===== src/rtl/isa_pkg.sv =====
//////////////////////////////////////////////////////////////////////
// operation encoding seen at the dispatch port of the core
// ops arrive already decoded, so only the opcode and imm width live here
//////////////////////////////////////////////////////////////////////
`default_nettype none

package isa_pkg;

	localparam int IMM_W = 16;	// immediate width, same as a data word

	// alu function select
	typedef enum logic [2:0] {
		OP_ADD = 3'd0,	// a + b
		OP_SUB = 3'd1,	// a - b
		OP_AND = 3'd2,
		OP_OR  = 3'd3,
		OP_XOR = 3'd4,
		OP_LI  = 3'd5	// load immediate, result is operand b
	} opcode_t;

endpackage

`default_nettype wire


===== src/rtl/core_pkg.sv =====
//////////////////////////////////////////////////////////////////////
// sizes and index types shared by every storage structure of the core
// import with core_pkg::* in the module header
//////////////////////////////////////////////////////////////////////
`default_nettype none

package core_pkg;

	//////////////////////////////////////////////////////////////////////
	// storage sizes
	localparam int DATA_W    = 16;	// data word width
	localparam int ARCH_REGS = 8;	// architectural registers
	localparam int PHYS_REGS = 16;	// physical registers, arch + rename headroom
	localparam int ROB_DEPTH = 8;	// reorder buffer slots
	localparam int RS_DEPTH  = 4;	// reservation station slots

	//////////////////////////////////////////////////////////////////////
	// index and data types
	typedef logic [DATA_W-1:0]            word_t;
	typedef logic [$clog2(ARCH_REGS)-1:0] arch_reg_t;	// 3 bits
	typedef logic [$clog2(PHYS_REGS)-1:0] phys_tag_t;	// 4 bits
	typedef logic [$clog2(ROB_DEPTH)-1:0] rob_idx_t;	// 3 bits

endpackage

`default_nettype wire

===== src/rtl/core_top.sv =====
//////////////////////////////////////////////////////////////////////
// top of the out-of-order core: rename, regfile, station, alu, rob
// ops enter decoded on dispatch_valid, results leave on commit_valid
//////////////////////////////////////////////////////////////////////
`default_nettype none

module core_top import core_pkg::*, isa_pkg::*; (
	input  logic      clock,
	input  logic      rst_n,
	input  logic      dispatch_valid,
	input  opcode_t   op,
	input  arch_reg_t dest,
	input  arch_reg_t src_a,
	input  arch_reg_t src_b,
	input  word_t     imm,
	output logic      dispatch_ready,
	output logic      commit_valid,
	output arch_reg_t commit_dest,
	output word_t     commit_value
);

	phys_tag_t tag_a, tag_b, new_tag, old_tag, commit_free_tag;
	logic      list_empty, rs_full, rob_full, accept, is_li;
	word_t     rf_value_a, rf_value_b, b_value;
	logic      rf_ready_a, rf_ready_b;
	rob_idx_t  rob_tail;
	// station -> alu
	logic      issue_valid;
	opcode_t   issue_op;
	word_t     issue_a, issue_b;
	phys_tag_t issue_tag;
	rob_idx_t  issue_rob_idx;
	// cdb
	logic      cdb_valid;
	phys_tag_t cdb_tag;
	rob_idx_t  cdb_rob_idx;
	word_t     cdb_value;

	assign dispatch_ready = !rob_full && !rs_full && !list_empty;
	assign accept         = dispatch_valid && dispatch_ready;
	assign is_li          = (op == OP_LI);
	assign b_value        = is_li ? imm[IMM_W-1:0] : rf_value_b;	// imm replaces src b

	//////////////////////////////////////////////////////////////////////
	// rename and operand read
	rename_map u_rename (.clock(clock), .rst_n(rst_n), .alloc(accept),
		.src_a(src_a), .src_b(src_b), .dest(dest),
		.free_valid(commit_valid), .free_tag(commit_free_tag),
		.tag_a(tag_a), .tag_b(tag_b), .new_tag(new_tag), .old_tag(old_tag),
		.list_empty(list_empty));

	phys_regfile u_regfile (.clock(clock), .rst_n(rst_n), .tag_a(tag_a), .tag_b(tag_b),
		.alloc(accept), .new_tag(new_tag),
		.cdb_valid(cdb_valid), .cdb_tag(cdb_tag), .cdb_value(cdb_value),
		.value_a(rf_value_a), .value_b(rf_value_b), .ready_a(rf_ready_a), .ready_b(rf_ready_b));

	//////////////////////////////////////////////////////////////////////
	// schedule, execute, retire
	issue_station u_station (.clock(clock), .rst_n(rst_n), .load(accept), .op_in(op),
		.a_in(rf_value_a), .b_in(b_value),
		.a_ready(rf_ready_a || is_li), .b_ready(rf_ready_b || is_li),	// li needs no regs
		.tag_a(tag_a), .tag_b(tag_b), .dest_tag(new_tag), .rob_idx(rob_tail),
		.cdb_valid(cdb_valid), .cdb_tag(cdb_tag), .cdb_value(cdb_value),
		.full(rs_full), .issue_valid(issue_valid), .issue_op(issue_op),
		.issue_a(issue_a), .issue_b(issue_b), .issue_tag(issue_tag),
		.issue_rob_idx(issue_rob_idx));

	alu_unit u_alu (.clock(clock), .rst_n(rst_n), .issue_valid(issue_valid),
		.issue_op(issue_op), .issue_a(issue_a), .issue_b(issue_b),
		.issue_tag(issue_tag), .issue_rob_idx(issue_rob_idx),
		.cdb_valid(cdb_valid), .cdb_tag(cdb_tag), .cdb_rob_idx(cdb_rob_idx),
		.cdb_value(cdb_value));

	reorder_buffer u_rob (.clock(clock), .rst_n(rst_n), .alloc(accept), .dest(dest),
		.old_tag(old_tag), .cdb_valid(cdb_valid), .cdb_rob_idx(cdb_rob_idx),
		.cdb_value(cdb_value), .tail_idx(rob_tail), .full(rob_full),
		.commit_valid(commit_valid), .commit_dest(commit_dest),
		.commit_value(commit_value), .commit_free_tag(commit_free_tag));

endmodule

`default_nettype wire


===== src/rtl/reorder_buffer.sv =====
//////////////////////////////////////////////////////////////////////
// circular reorder buffer, completion from the cdb, commit in order
// commit_valid is high for one cycle per head entry that is done
//////////////////////////////////////////////////////////////////////
`default_nettype none

module reorder_buffer import core_pkg::*; (
	input  logic      clock,
	input  logic      rst_n,
	input  logic      alloc,
	input  arch_reg_t dest,
	input  phys_tag_t old_tag,		// mapping replaced by this op
	input  logic      cdb_valid,
	input  rob_idx_t  cdb_rob_idx,
	input  word_t     cdb_value,
	output rob_idx_t  tail_idx,
	output logic      full,
	output logic      commit_valid,
	output arch_reg_t commit_dest,
	output word_t     commit_value,
	output phys_tag_t commit_free_tag
);

	arch_reg_t               dest_q  [ROB_DEPTH];
	phys_tag_t               old_q   [ROB_DEPTH];
	word_t                   value_q [ROB_DEPTH];
	logic [ROB_DEPTH-1:0]    done_q;
	rob_idx_t                head_q;
	rob_idx_t                tail_q;
	logic [$clog2(ROB_DEPTH):0] count_q;	// 0..ROB_DEPTH

	assign tail_idx        = tail_q;	// travels to the station with the op
	assign full            = (count_q == ROB_DEPTH);
	assign commit_valid    = done_q[head_q];
	assign commit_dest     = dest_q[head_q];
	assign commit_value    = value_q[head_q];
	assign commit_free_tag = old_q[head_q];	// back to the free list

	always_ff @(posedge clock) begin
		if (!rst_n) begin
			done_q  <= '0;
			head_q  <= '0;
			tail_q  <= '0;
			count_q <= '0;
		end else begin
			if (alloc) begin
				done_q[tail_q] <= 1'b0;
				tail_q         <= tail_q + 1'b1;
			end
			if (cdb_valid) done_q[cdb_rob_idx] <= 1'b1;
			if (commit_valid) begin
				done_q[head_q] <= 1'b0;	// slot is empty again
				head_q         <= head_q + 1'b1;
			end
			case ({alloc, commit_valid})
				2'b10:   count_q <= count_q + 1'b1;
				2'b01:   count_q <= count_q - 1'b1;
				default: count_q <= count_q;
			endcase
		end
	end

	// entry payload
	always_ff @(posedge clock) begin
		if (alloc) begin
			dest_q[tail_q] <= dest;
			old_q[tail_q]  <= old_tag;
		end
		if (cdb_valid) value_q[cdb_rob_idx] <= cdb_value;
	end

	// a done bit on an empty buffer means the cdb hit a dead slot
	assert property (@(posedge clock) disable iff (!rst_n) commit_valid |-> count_q != '0);

endmodule

`default_nettype wire


===== src/rtl/alu_unit.sv =====
//////////////////////////////////////////////////////////////////////
// single integer alu, one cycle from issue to the registered cdb
// always free, so the station never waits on it
//////////////////////////////////////////////////////////////////////
`default_nettype none

module alu_unit import core_pkg::*, isa_pkg::*; (
	input  logic      clock,
	input  logic      rst_n,
	input  logic      issue_valid,
	input  opcode_t   issue_op,
	input  word_t     issue_a,
	input  word_t     issue_b,
	input  phys_tag_t issue_tag,
	input  rob_idx_t  issue_rob_idx,
	output logic      cdb_valid,
	output phys_tag_t cdb_tag,
	output rob_idx_t  cdb_rob_idx,
	output word_t     cdb_value
);

	word_t result;

	always_comb begin
		case (issue_op)
			OP_ADD:  result = issue_a + issue_b;	// wraps at 16 bits
			OP_SUB:  result = issue_a - issue_b;
			OP_AND:  result = issue_a & issue_b;
			OP_OR:   result = issue_a | issue_b;
			OP_XOR:  result = issue_a ^ issue_b;
			OP_LI:   result = issue_b;				// imm rides on operand b
			default: result = '0;
		endcase
	end

	always_ff @(posedge clock) begin
		if (!rst_n) cdb_valid <= 1'b0;
		else        cdb_valid <= issue_valid;
	end

	// broadcast payload, only meaningful with cdb_valid
	always_ff @(posedge clock) begin
		if (issue_valid) begin
			cdb_tag     <= issue_tag;
			cdb_rob_idx <= issue_rob_idx;
			cdb_value   <= result;
		end
	end

endmodule

`default_nettype wire


===== src/rtl/issue_station.sv =====
//////////////////////////////////////////////////////////////////////
// reservation station for the single alu
// entries snoop the cdb for missing operands, the oldest ready one issues
//////////////////////////////////////////////////////////////////////
`default_nettype none

module issue_station import core_pkg::*, isa_pkg::*; (
	input  logic      clock,
	input  logic      rst_n,
	input  logic      load,
	input  opcode_t   op_in,
	input  word_t     a_in,
	input  word_t     b_in,
	input  logic      a_ready,
	input  logic      b_ready,
	input  phys_tag_t tag_a,
	input  phys_tag_t tag_b,
	input  phys_tag_t dest_tag,
	input  rob_idx_t  rob_idx,
	input  logic      cdb_valid,
	input  phys_tag_t cdb_tag,
	input  word_t     cdb_value,
	output logic      full,
	output logic      issue_valid,
	output opcode_t   issue_op,
	output word_t     issue_a,
	output word_t     issue_b,
	output phys_tag_t issue_tag,
	output rob_idx_t  issue_rob_idx
);

	logic [RS_DEPTH-1:0] valid_q;
	logic [RS_DEPTH-1:0] a_rdy_q;
	logic [RS_DEPTH-1:0] b_rdy_q;
	logic [RS_DEPTH-1:0] older_q [RS_DEPTH];	// bit j set: slot j is older than slot i
	opcode_t             op_q    [RS_DEPTH];
	word_t               a_q     [RS_DEPTH];
	word_t               b_q     [RS_DEPTH];
	phys_tag_t           ta_q    [RS_DEPTH];
	phys_tag_t           tb_q    [RS_DEPTH];
	phys_tag_t           dst_q   [RS_DEPTH];
	rob_idx_t            rob_q   [RS_DEPTH];
	logic [RS_DEPTH-1:0] can_issue;
	logic [RS_DEPTH-1:0] pick;		// one-hot, oldest ready slot
	logic [RS_DEPTH-1:0] load_mask;	// one-hot, lowest empty slot

	assign full      = &valid_q;
	assign load_mask = ~valid_q & (valid_q + 1'b1);	// isolate lowest zero

	//////////////////////////////////////////////////////////////////////
	// select
	always_comb begin
		can_issue = valid_q & a_rdy_q & b_rdy_q;
		for (int i = 0; i < RS_DEPTH; i++) begin
			pick[i] = can_issue[i] && !(|(can_issue & older_q[i]));
		end
	end

	//////////////////////////////////////////////////////////////////////
	// control state
	always_ff @(posedge clock) begin
		if (!rst_n) begin
			valid_q     <= '0;
			a_rdy_q     <= '0;
			b_rdy_q     <= '0;
			issue_valid <= 1'b0;
			for (int i = 0; i < RS_DEPTH; i++) older_q[i] <= '0;
		end else begin
			issue_valid <= |pick;
			for (int i = 0; i < RS_DEPTH; i++) begin
				older_q[i] <= older_q[i] & ~pick;	// issued slot leaves every age mask
				if (pick[i]) valid_q[i] <= 1'b0;
				if (cdb_valid && ta_q[i] == cdb_tag) a_rdy_q[i] <= 1'b1;	// wakeup
				if (cdb_valid && tb_q[i] == cdb_tag) b_rdy_q[i] <= 1'b1;
				if (load && load_mask[i]) begin
					valid_q[i] <= 1'b1;
					a_rdy_q[i] <= a_ready;
					b_rdy_q[i] <= b_ready;
					older_q[i] <= valid_q & ~pick;	// everyone still here is older
				end
			end
		end
	end

	//////////////////////////////////////////////////////////////////////
	// operand and issue payload
	always_ff @(posedge clock) begin
		for (int i = 0; i < RS_DEPTH; i++) begin
			if (pick[i]) begin
				issue_op      <= op_q[i];
				issue_a       <= a_q[i];
				issue_b       <= b_q[i];
				issue_tag     <= dst_q[i];
				issue_rob_idx <= rob_q[i];
			end
			if (cdb_valid && !a_rdy_q[i] && ta_q[i] == cdb_tag) a_q[i] <= cdb_value;
			if (cdb_valid && !b_rdy_q[i] && tb_q[i] == cdb_tag) b_q[i] <= cdb_value;
			if (load && load_mask[i]) begin
				op_q[i]  <= op_in;
				a_q[i]   <= a_in;
				b_q[i]   <= b_in;
				ta_q[i]  <= tag_a;
				tb_q[i]  <= tag_b;
				dst_q[i] <= dest_tag;
				rob_q[i] <= rob_idx;
			end
		end
	end

	// dispatch_ready in the top level must already include the full flag
	assert property (@(posedge clock) disable iff (!rst_n) load |-> !full);

endmodule

`default_nettype wire


===== src/rtl/phys_regfile.sv =====
//////////////////////////////////////////////////////////////////////
// physical register values with one ready bit per tag
// written from the cdb, read at dispatch with cdb bypass
//////////////////////////////////////////////////////////////////////
`default_nettype none

module phys_regfile import core_pkg::*; (
	input  logic      clock,
	input  logic      rst_n,
	input  phys_tag_t tag_a,
	input  phys_tag_t tag_b,
	input  logic      alloc,		// new_tag becomes pending
	input  phys_tag_t new_tag,
	input  logic      cdb_valid,
	input  phys_tag_t cdb_tag,
	input  word_t     cdb_value,
	output word_t     value_a,
	output word_t     value_b,
	output logic      ready_a,
	output logic      ready_b
);

	word_t                value_q [PHYS_REGS];
	logic [PHYS_REGS-1:0] ready_q;
	logic                 hit_a;	// cdb writes the tag being read
	logic                 hit_b;

	assign hit_a = cdb_valid && (cdb_tag == tag_a);
	assign hit_b = cdb_valid && (cdb_tag == tag_b);

	// bypass so a dispatch in the broadcast cycle never misses the value
	assign value_a = hit_a ? cdb_value : value_q[tag_a];
	assign value_b = hit_b ? cdb_value : value_q[tag_b];
	assign ready_a = hit_a || ready_q[tag_a];
	assign ready_b = hit_b || ready_q[tag_b];

	always_ff @(posedge clock) begin
		if (!rst_n) begin
			for (int i = 0; i < PHYS_REGS; i++) begin
				value_q[i] <= '0;
				ready_q[i] <= (i < ARCH_REGS);	// arch regs start at zero and ready
			end
		end else begin
			if (alloc) begin
				ready_q[new_tag] <= 1'b0;	// producer now in flight
			end
			// a freshly allocated tag has no producer yet, so these never collide
			if (cdb_valid) begin
				value_q[cdb_tag] <= cdb_value;
				ready_q[cdb_tag] <= 1'b1;
			end
		end
	end

endmodule

`default_nettype wire


===== src/rtl/rename_map.sv =====
//////////////////////////////////////////////////////////////////////
// register rename table plus the free list of physical tags
// alloc pops a tag and remaps dest, commit pushes the previous tag back
//////////////////////////////////////////////////////////////////////
`default_nettype none

module rename_map import core_pkg::*; (
	input  logic      clock,
	input  logic      rst_n,
	input  logic      alloc,		// dispatch accepted this cycle
	input  arch_reg_t src_a,
	input  arch_reg_t src_b,
	input  arch_reg_t dest,
	input  logic      free_valid,	// commit pulse from the rob
	input  phys_tag_t free_tag,
	output phys_tag_t tag_a,
	output phys_tag_t tag_b,
	output phys_tag_t new_tag,
	output phys_tag_t old_tag,
	output logic      list_empty
);

	phys_tag_t map_q [ARCH_REGS];	// arch -> phys
	phys_tag_t fifo_q [PHYS_REGS];	// free tags, circular
	phys_tag_t head_q;				// pop slot, wraps at 16 on its own
	phys_tag_t tail_q;				// push slot
	logic [$clog2(PHYS_REGS):0] free_count_q;

	// lookups happen before this cycle's remap, so src == dest reads the old producer
	assign tag_a      = map_q[src_a];
	assign tag_b      = map_q[src_b];
	assign old_tag    = map_q[dest];
	assign new_tag    = fifo_q[head_q];
	assign list_empty = (free_count_q == '0);

	//////////////////////////////////////////////////////////////////////
	// map table and free list
	always_ff @(posedge clock) begin
		if (!rst_n) begin
			for (int i = 0; i < ARCH_REGS; i++) begin
				map_q[i] <= phys_tag_t'(i);	// identity map out of reset
			end
			// slots 0..7 hold tags 8..15, upper slots are don't care
			for (int i = 0; i < PHYS_REGS; i++) begin
				fifo_q[i] <= phys_tag_t'(i + ARCH_REGS);
			end
			head_q       <= '0;
			tail_q       <= phys_tag_t'(PHYS_REGS - ARCH_REGS);
			free_count_q <= ($clog2(PHYS_REGS) + 1)'(PHYS_REGS - ARCH_REGS);
		end else begin
			if (alloc) begin
				map_q[dest] <= fifo_q[head_q];
				head_q      <= head_q + 1'b1;
			end
			if (free_valid) begin
				fifo_q[tail_q] <= free_tag;	// superseded mapping is dead now
				tail_q         <= tail_q + 1'b1;
			end
			case ({alloc, free_valid})
				2'b10:   free_count_q <= free_count_q - 1'b1;
				2'b01:   free_count_q <= free_count_q + 1'b1;
				default: free_count_q <= free_count_q;	// none, or pop and push
			endcase
		end
	end

	// the dispatch gate in the top level has to hold off when no tag is left
	assert property (@(posedge clock) disable iff (!rst_n) alloc |-> !list_empty);

endmodule

`default_nettype wire


===== config.mk =====
export PLATFORM = sky130hd
export DESIGN_NAME = core_top
export DESIGN_NICKNAME = d
export VERILOG_FILES = /design/src/rtl/isa_pkg.sv /design/src/rtl/core_pkg.sv /design/src/rtl/core_top.sv /design/src/rtl/reorder_buffer.sv /design/src/rtl/alu_unit.sv /design/src/rtl/issue_station.sv /design/src/rtl/phys_regfile.sv /design/src/rtl/rename_map.sv
export SDC_FILE = /design/constraint.sdc
export NUM_CORES = 2
export LEC_CHECK = 0
export BUFFER_PORTS_ARGS = -buffer_cell sky130_fd_sc_hd__buf_2
export CAP_MARGIN = 20
export CORE_AREA = 4 4 288 290
export DETAILED_ROUTE_END_ITERATION = 16
export DIE_AREA = 0 0 292 294
export PLACE_DENSITY = 0.71
export SETUP_SLACK_MARGIN = 0.02
export SYNTH_ARGS = -nofsm -noshare
export SYNTH_HDL_FRONTEND = slang
export SYNTH_HIERARCHICAL = 1
export SYNTH_SLANG_ARGS = --single-unit

===== constraint.sdc =====
create_clock -name clock -period 4.3 [get_ports clock]
set_input_delay 0.43 -clock clock [delete_from_list [all_inputs] [get_ports clock]]
set_output_delay 0.43 -clock clock [all_outputs]
set_load 0.1 [all_outputs]

### After elaboration in Yosys (flattened, before gate mapping)

Memory sizes are Yosys's and may differ from the RTL's. A register that Yosys moved wholly into a read port is not among the register bits.
Index checks and enable logic that the tools add are counted.

* memory bits (writable): 752
* latch bits: 0
* input port bits: 31
* word-level logic and storage cells: 425
* memories: 14
* memory bits (read-only): 0
* flip-flop bits (word level): 126

Memories
* u_regfile.value_q: depth 16, bits a word 16, read ports 2, clocked after Yosys merged registers in 0, wr ports 16, line phys_regfile.sv:23 `word_t value_q [PHYS_REGS];`
* u_rob.value_q: depth 8, bits a word 16, read ports 1, clocked after Yosys merged registers in 1, wr ports 1, line reorder_buffer.sv:26 `word_t value_q [ROB_DEPTH];`
* u_rename.fifo_q: depth 16, bits a word 4, read ports 1, clocked after Yosys merged registers in 1, wr ports 16, line rename_map.sv:24 `phys_tag_t fifo_q [PHYS_REGS];`
* u_station.a_q: depth 4, bits a word 16, read ports 4, clocked after Yosys merged registers in 0, wr ports 4, line issue_station.sv:37 `word_t a_q [RS_DEPTH];`
* u_station.b_q: depth 4, bits a word 16, read ports 4, clocked after Yosys merged registers in 0, wr ports 4, line issue_station.sv:38 `word_t b_q [RS_DEPTH];`
* u_rename.map_q: depth 8, bits a word 4, read ports 3, clocked after Yosys merged registers in 0, wr ports 8, line rename_map.sv:23 `phys_tag_t map_q [ARCH_REGS];`
* +8 memories

* add/subtract/negate cells: 11
* multiplexer cells: 197
* shifts and indexed selects: 0
* multiply operators: 0
* bitwise operators: 41
* div/mod/pow operators: 0
* order comparisons: 12
* equal/unequal tests: 19
* reductions and logical operators: 101

Operators by type and width (number)
* $mux 16: 23
* $mux 4: 27
* $pmux 16 s6: 1
* $mux 1: 95
* $reduce_or 4->1: 16
* $mux 3: 21
* $and 4x4->4: 12
* $logic_and 1x1->1: 42
* $eq 4x4->1: 10
* $mux 8: 5
* $and 16x16->16: 2
* $or 16x16->16: 2
* $mux 2: 15
* $reduce_bool 2->1: 13
* $lt 4x5->1 const B: 4
* $reduce_or 3->1: 6
* $add 16x16->16: 1
* $add 4x1->4 const B: 4
* $and 8x8->8: 2
* $not 16->16: 1
* $not 8->8: 2
* $or 1x1->1: 16
* $reduce_or 16->1: 1
* $sub 16x16->16: 1
* 28 further kinds: 59

### Depth between registers and ports, before layout

* depth in word-level cells: 13
* mapped depth: 15
* gate-level depth less buffers: 14

### Modules after synthesis

The synthesis kept the hierarchy.

Modules (own cells, without submodules)
* phys_regfile: times used 1, sequential area each 8007.7 µm², area an instance 15034.4 µm², cells an instance 987
* issue_station: times used 1, sequential area each 7967.6 µm², area an instance 11805.1 µm², cells an instance 986
* reorder_buffer: times used 1, sequential area each 5945.7 µm², area an instance 8070.2 µm², cells an instance 406
* rename_map: times used 1, sequential area each 3223.1 µm², area an instance 5916.9 µm², cells an instance 461
* alu_unit: times used 1, sequential area each 710.7 µm², area an instance 2840.2 µm², cells an instance 329
* core_top: times used 1, sequential area each 0.0 µm², area an instance 265.3 µm², cells an instance 22

### Worst setup path before layout

No wires, ideal clock.

* kind: register -> register
* from: register u_station.valid_q[1]
* to: memory u_station/a_q[3][0] in the netlist's numbering (enable)
* path slack: -473 ps
* cell stages (with the launch flop): 10
* arrival time: 4362 ps
* clock period less this slack: 4773 ps
* required time: 3889 ps
* path through: dfxtp_1 -> buf_2 -> nand2_1 -> nor2_1 -> nor3_1 -> and2_1 -> nand2_1 -> or3_1 -> clkbuf_1 -> o21ai_0

RTL lines
* start, declared: line issue_station.sv:32 `logic [RS_DEPTH-1:0] valid_q;`
* start signal, assigned: line issue_station.sv:63 `valid_q <= '0;`
* start signal, assigned by index: line issue_station.sv:72 `if (pick[i]) valid_q[i] <= 1'b0;`
* start signal, assigned by index: line issue_station.sv:76 `valid_q[i] <= 1'b1;`
* end, declared: line issue_station.sv:37

==> results.md <==
- Initial Util: between 50% and 60%
- Status: completed
- Post-CTS Hold Buffers: 0
- Row count: approximately 100
- Chip width: 292 um
- Synth Area in Simple Gates: between 10% and 20%
- Post-synthesis mux area share: about 17%
- Final period utilization: between 80% and 90%
- Largest net degree at the start of global routing: a little over 60
- CTS sink count: between 800 and 900
- Register bit count reported by yosys: just under 900
- Unrepaired setup endpoints after global routing: no
- Crit Path Class: flip-flop to flip-flop
- Total number of vias: approximately 27000
- Reg power frac: between 40% and 50%
- Die Y: around 290 um
- TNS Setup: 0 ps
- CP Buf/Inv Count: 2
- Synthesis Warnings: 6
- Fin nets: about 3300
- Setup bufs post-CTS: 0
- Total gr overflow: 0
- Slew Limit Headroom: about 28%
- Switching Fraction: a little under a quarter
- Main combinational cell family by area after synthesis: multiplexers
- Die area: ~86000 um2
- Syn-to-layout area delta: 10.8%
- Critical path arrival: between 4000 and 5000 ps
- Worst-path maximum fanout: 22
- H-tree depth: 3
- Drt total wl: ~110 mm
- Vias in the first global route: 27486
- DP Wirelength: slightly above 70 mm
- Initial antenna violation count: 0
- Placed cells: roughly 4200
- XOR/XNOR share of the synthesized area: 1.59%
- Largest stage delay, worst path: 510 ps
- Layout cells sized above 1: around 21%
- CP Capture Type: flip-flop
- Adder and majority gate portion of the synthesized area: under 10%
- Layout Cells excl Fill: ~4400
- Max-cap check violation count: 0
- CTS tree: yes
- Hold Crit Class: input port to flip-flop
- CTS resizes: 0
- Fin. max-slew vios: 0
- Final hold slack: approximately 54 ps
- CP max stage cell: mux4_2
- Pint: between 15000 and 20000 uW
- Asr flop ratio synth: 0%
- Worst skew pair latency: ~650 ps
- Seq/Total Area, Yosys: just under 60%
- Pleak: around 0.018 uW
- Critical-path cell list: mux4_2 > mux2_4 > buf_12 > buf_4 > mux4_2 > mux2i_1 > mux2i_1 > mux2_2 > mux2_2 > nand2_1 > nand2_1
- Core area: 80300 um2
- Final hold violation count: 0
- First-pass GRT wire length: ~170 mm
- Drt pass-1 iters: 6
- Gr usage total: 25.7%
- DRC viols: 0
- Ys flop type: edfxtp_1
- Fin crit period: around 3600 ps
- Mapped Avg Cell Area: roughly 14 um2
- Ports: 52
- Setup Viol. Count Final: 0
- Syn Std Cell Area: about 44000 um2
- Synth cell types: 86
- F_max: roughly 270 MHz
- Ant diodes: 0
- Worst Clk Skew: between 20 and 30 ps
- Post-synth EDFFs: slightly above 800
- CTS root buf: clkbuf_16
- Clock buffer depth: 3
- Final Util: a little over 60%
- Port Buffers: between 50 and 60
- Required time of the critical path: between 4000 and 5000 ps
- Fillcell total: 5835
- Synth Area in Compound Gates: 4.33%
- Sw power: approximately 4800 uW
- Drt initial violations: between 2000 and 3000
- Routed len/inst: between 20 and 30 um
- Critical Path Start Type: flip-flop
- Combinational share of power: 10.4%
- Clk pin slew, worst setup/hold paths: roughly 60 ps
- Clock network fraction of total power: between 40% and 50%
- Syn Inst Count: between 3000 and 4000
- Total power: ~20000 uW
- Peak VDD IR: approximately 0.31 mV
- Cell family with most CP delay: multiplexers
- GPL Wtd Cong: 0.884
- Via/cell ratio: ~6.3
- Number of routed nets with antenna violations: 0
- TritonCTS buffer count: 93
- PwrDens: 414 nW/um2
- Slew @ Worst Pin: ~1100 ps
==> power groups by stage <==
| stage | Sequential [uW] | Combinational [uW] | Clock [uW] |
|---|---|---|---|
| 5_1_grt | 9920 | 2240 | 8670 |
| 4_1_cts | 9890 | 2070 | 8260 |
| 2_1_floorplan | 9990 | 1480 | 0 |
| 3_3_place_gp | 10000 | 2010 | 0 |
| 3_5_place_dp | 10100 | 2060 | 0 |
| 6_report | 9900 | 2090 | 8160 |
==> cells by family (layout without fill, tap and decap cells) <==
| logic type | count (synthesis) | count (layout) |
|---|---|---|
| mux | 469 | 469 |
| flops | 885 | 885 |
| other cells | 1 | 12 |
| simple gates | 1143 | 1143 |
| compound gates | 266 | 266 |
| fa+ha+maj | 65 | 65 |
| buf+inv | 283 | 398 |
| xor+xnor | 79 | 79 |
==> final timing paths <==
path	from	end	slack, ps	cells after the start
max	u_rename/map_q[4][0]	u_station/b_q[3][3]	650	11
min	op[1]	u_station/op_q[2][1]	50	1
max reg2reg	u_rename/map_q[4][0]	u_station/b_q[3][3]	650	11
min reg2reg	u_station/issue_tag[0]	u_alu/cdb_tag[0]	420	0
==> cell usage in the layout, fill, tap and decap left out, types with 13 or more instances in the layout <==
master / n
xnor2_1: 36
or2_2: 38
xor2_1: 42
inv_1: 56
clkbuf_16: 97
edfxtp_1: 813
dfxtp_1: 70
nand2_1: 460
o22ai_1: 14
o21ai_0: 52
o21ai_1: 24
nand2b_1: 29
and3_1: 70
mux2i_1: 164
mux4_2: 206
nor2_1: 129
nand4_1: 19
mux2_2: 74
and2_1: 240
nand3_1: 19
a21oi_1: 53
nor3_1: 63
a211oi_2: 40
buf_4: 106
mux2_4: 13
clkbuf_1: 21
ha_1: 63
nor2b_1: 20
buf_2: 50
==> per-layer routing <==
layer / up-vias / global-route usage (%) / share of wire, %
met5: - / 0 / 0
met3: 251 / 3.69 / 8.1
li1: 12007 / - / -
met2: 1372 / 42.8 / 49
met1: 13834 / 35.4 / 40
met4: 0 / 8.22 / 2.9
==> sequential cells by signal (all words and copies together) (netlist names), 5 cells and up, named ones only <==
signal,flops
u_rename/fifo_q,64
u_alu/cdb_value,16
u_rob/dest_q,24
u_station/op_q,12
u_station/older_q,16
u_station/issue_b,16
u_station/tb_q,16
u_station/dst_q,16
u_rob/done_q,8
u_station/rob_q,12
u_rob/old_q,32
u_regfile/value_q,256
u_station/issue_a,16
u_rob/value_q,128
u_station/a_q,64
u_rename/map_q,32
u_rename/free_count_q,5
u_station/b_q,64
u_station/ta_q,16
u_regfile/ready_q,16
==> synth_stat cells, drive strengths merged (5+ instances only) <==
cell type    n  share of area, %
edfxtp     813                56
nand2      460               3.9
and2       241               3.4
mux4       218                11
mux2i      164               3.7
clkbuf     132               1.1
nor2       130               1.1
buf         88               1.2
mux2        87               2.3
o21ai       81              0.97
dfxtp       72               3.3
and3        71               1.0
nor3        66              0.75
ha          63               1.8
inv         62              0.53
a21oi       54              0.62
a211oi      44               1.2
xor2        42              0.84
or2         41              0.58
xnor2       37              0.75
nand2b      29              0.41
nand4       21              0.35
nor2b       20              0.28
nand3       19              0.22
o22ai       14              0.20
a31oi       11              0.16
o211ai      11              0.19
nor3b        8              0.14
a22oi        7              0.12
o221ai       7              0.14
or3          7              0.10
a21boi       6              0.10
a221oi       6              0.12
nand3b       6              0.13
nor4         6              0.24
a21o         5             0.085
==> metrics by stage <==
| step | area (um2) | setup WS [ps] |
|---|---|---|
| 2_1_floorplan | 44000 | 440 |
| 3_3_place_gp | 45400 | 436 |
| 3_5_place_dp | 45400 | 384 |
| 4_1_cts | 48500 | 658 |
| 5_1_grt | 48700 | 514 |
| 6_report | 48700 | 650 |
==> layout make-up <==
type                    instances  area [um2]  share of cell area, %
clock buffers                 123        2570                   5.29
clock inverters                48         537                   1.10
inverters                      62         233                  0.478
multi-input cells            2034       16900                   34.7
flip-flops and latches        885       25900                   53.1
well taps                    1060        1330                   2.73
repair buffers                165        1260                   2.58
==> worst register-to-register path: stages (launching register included) <==
cell and delay [ps]:
edfxtp_1 480, mux4_2 520, mux2_4 460, buf_12 280, buf_4 190, mux4_2 420
mux2i_1 180, mux2i_1 140, mux2_2 290, mux2_2 300, nand2_1 80, nand2_1 60
Power figures use the tool's default switching activity.
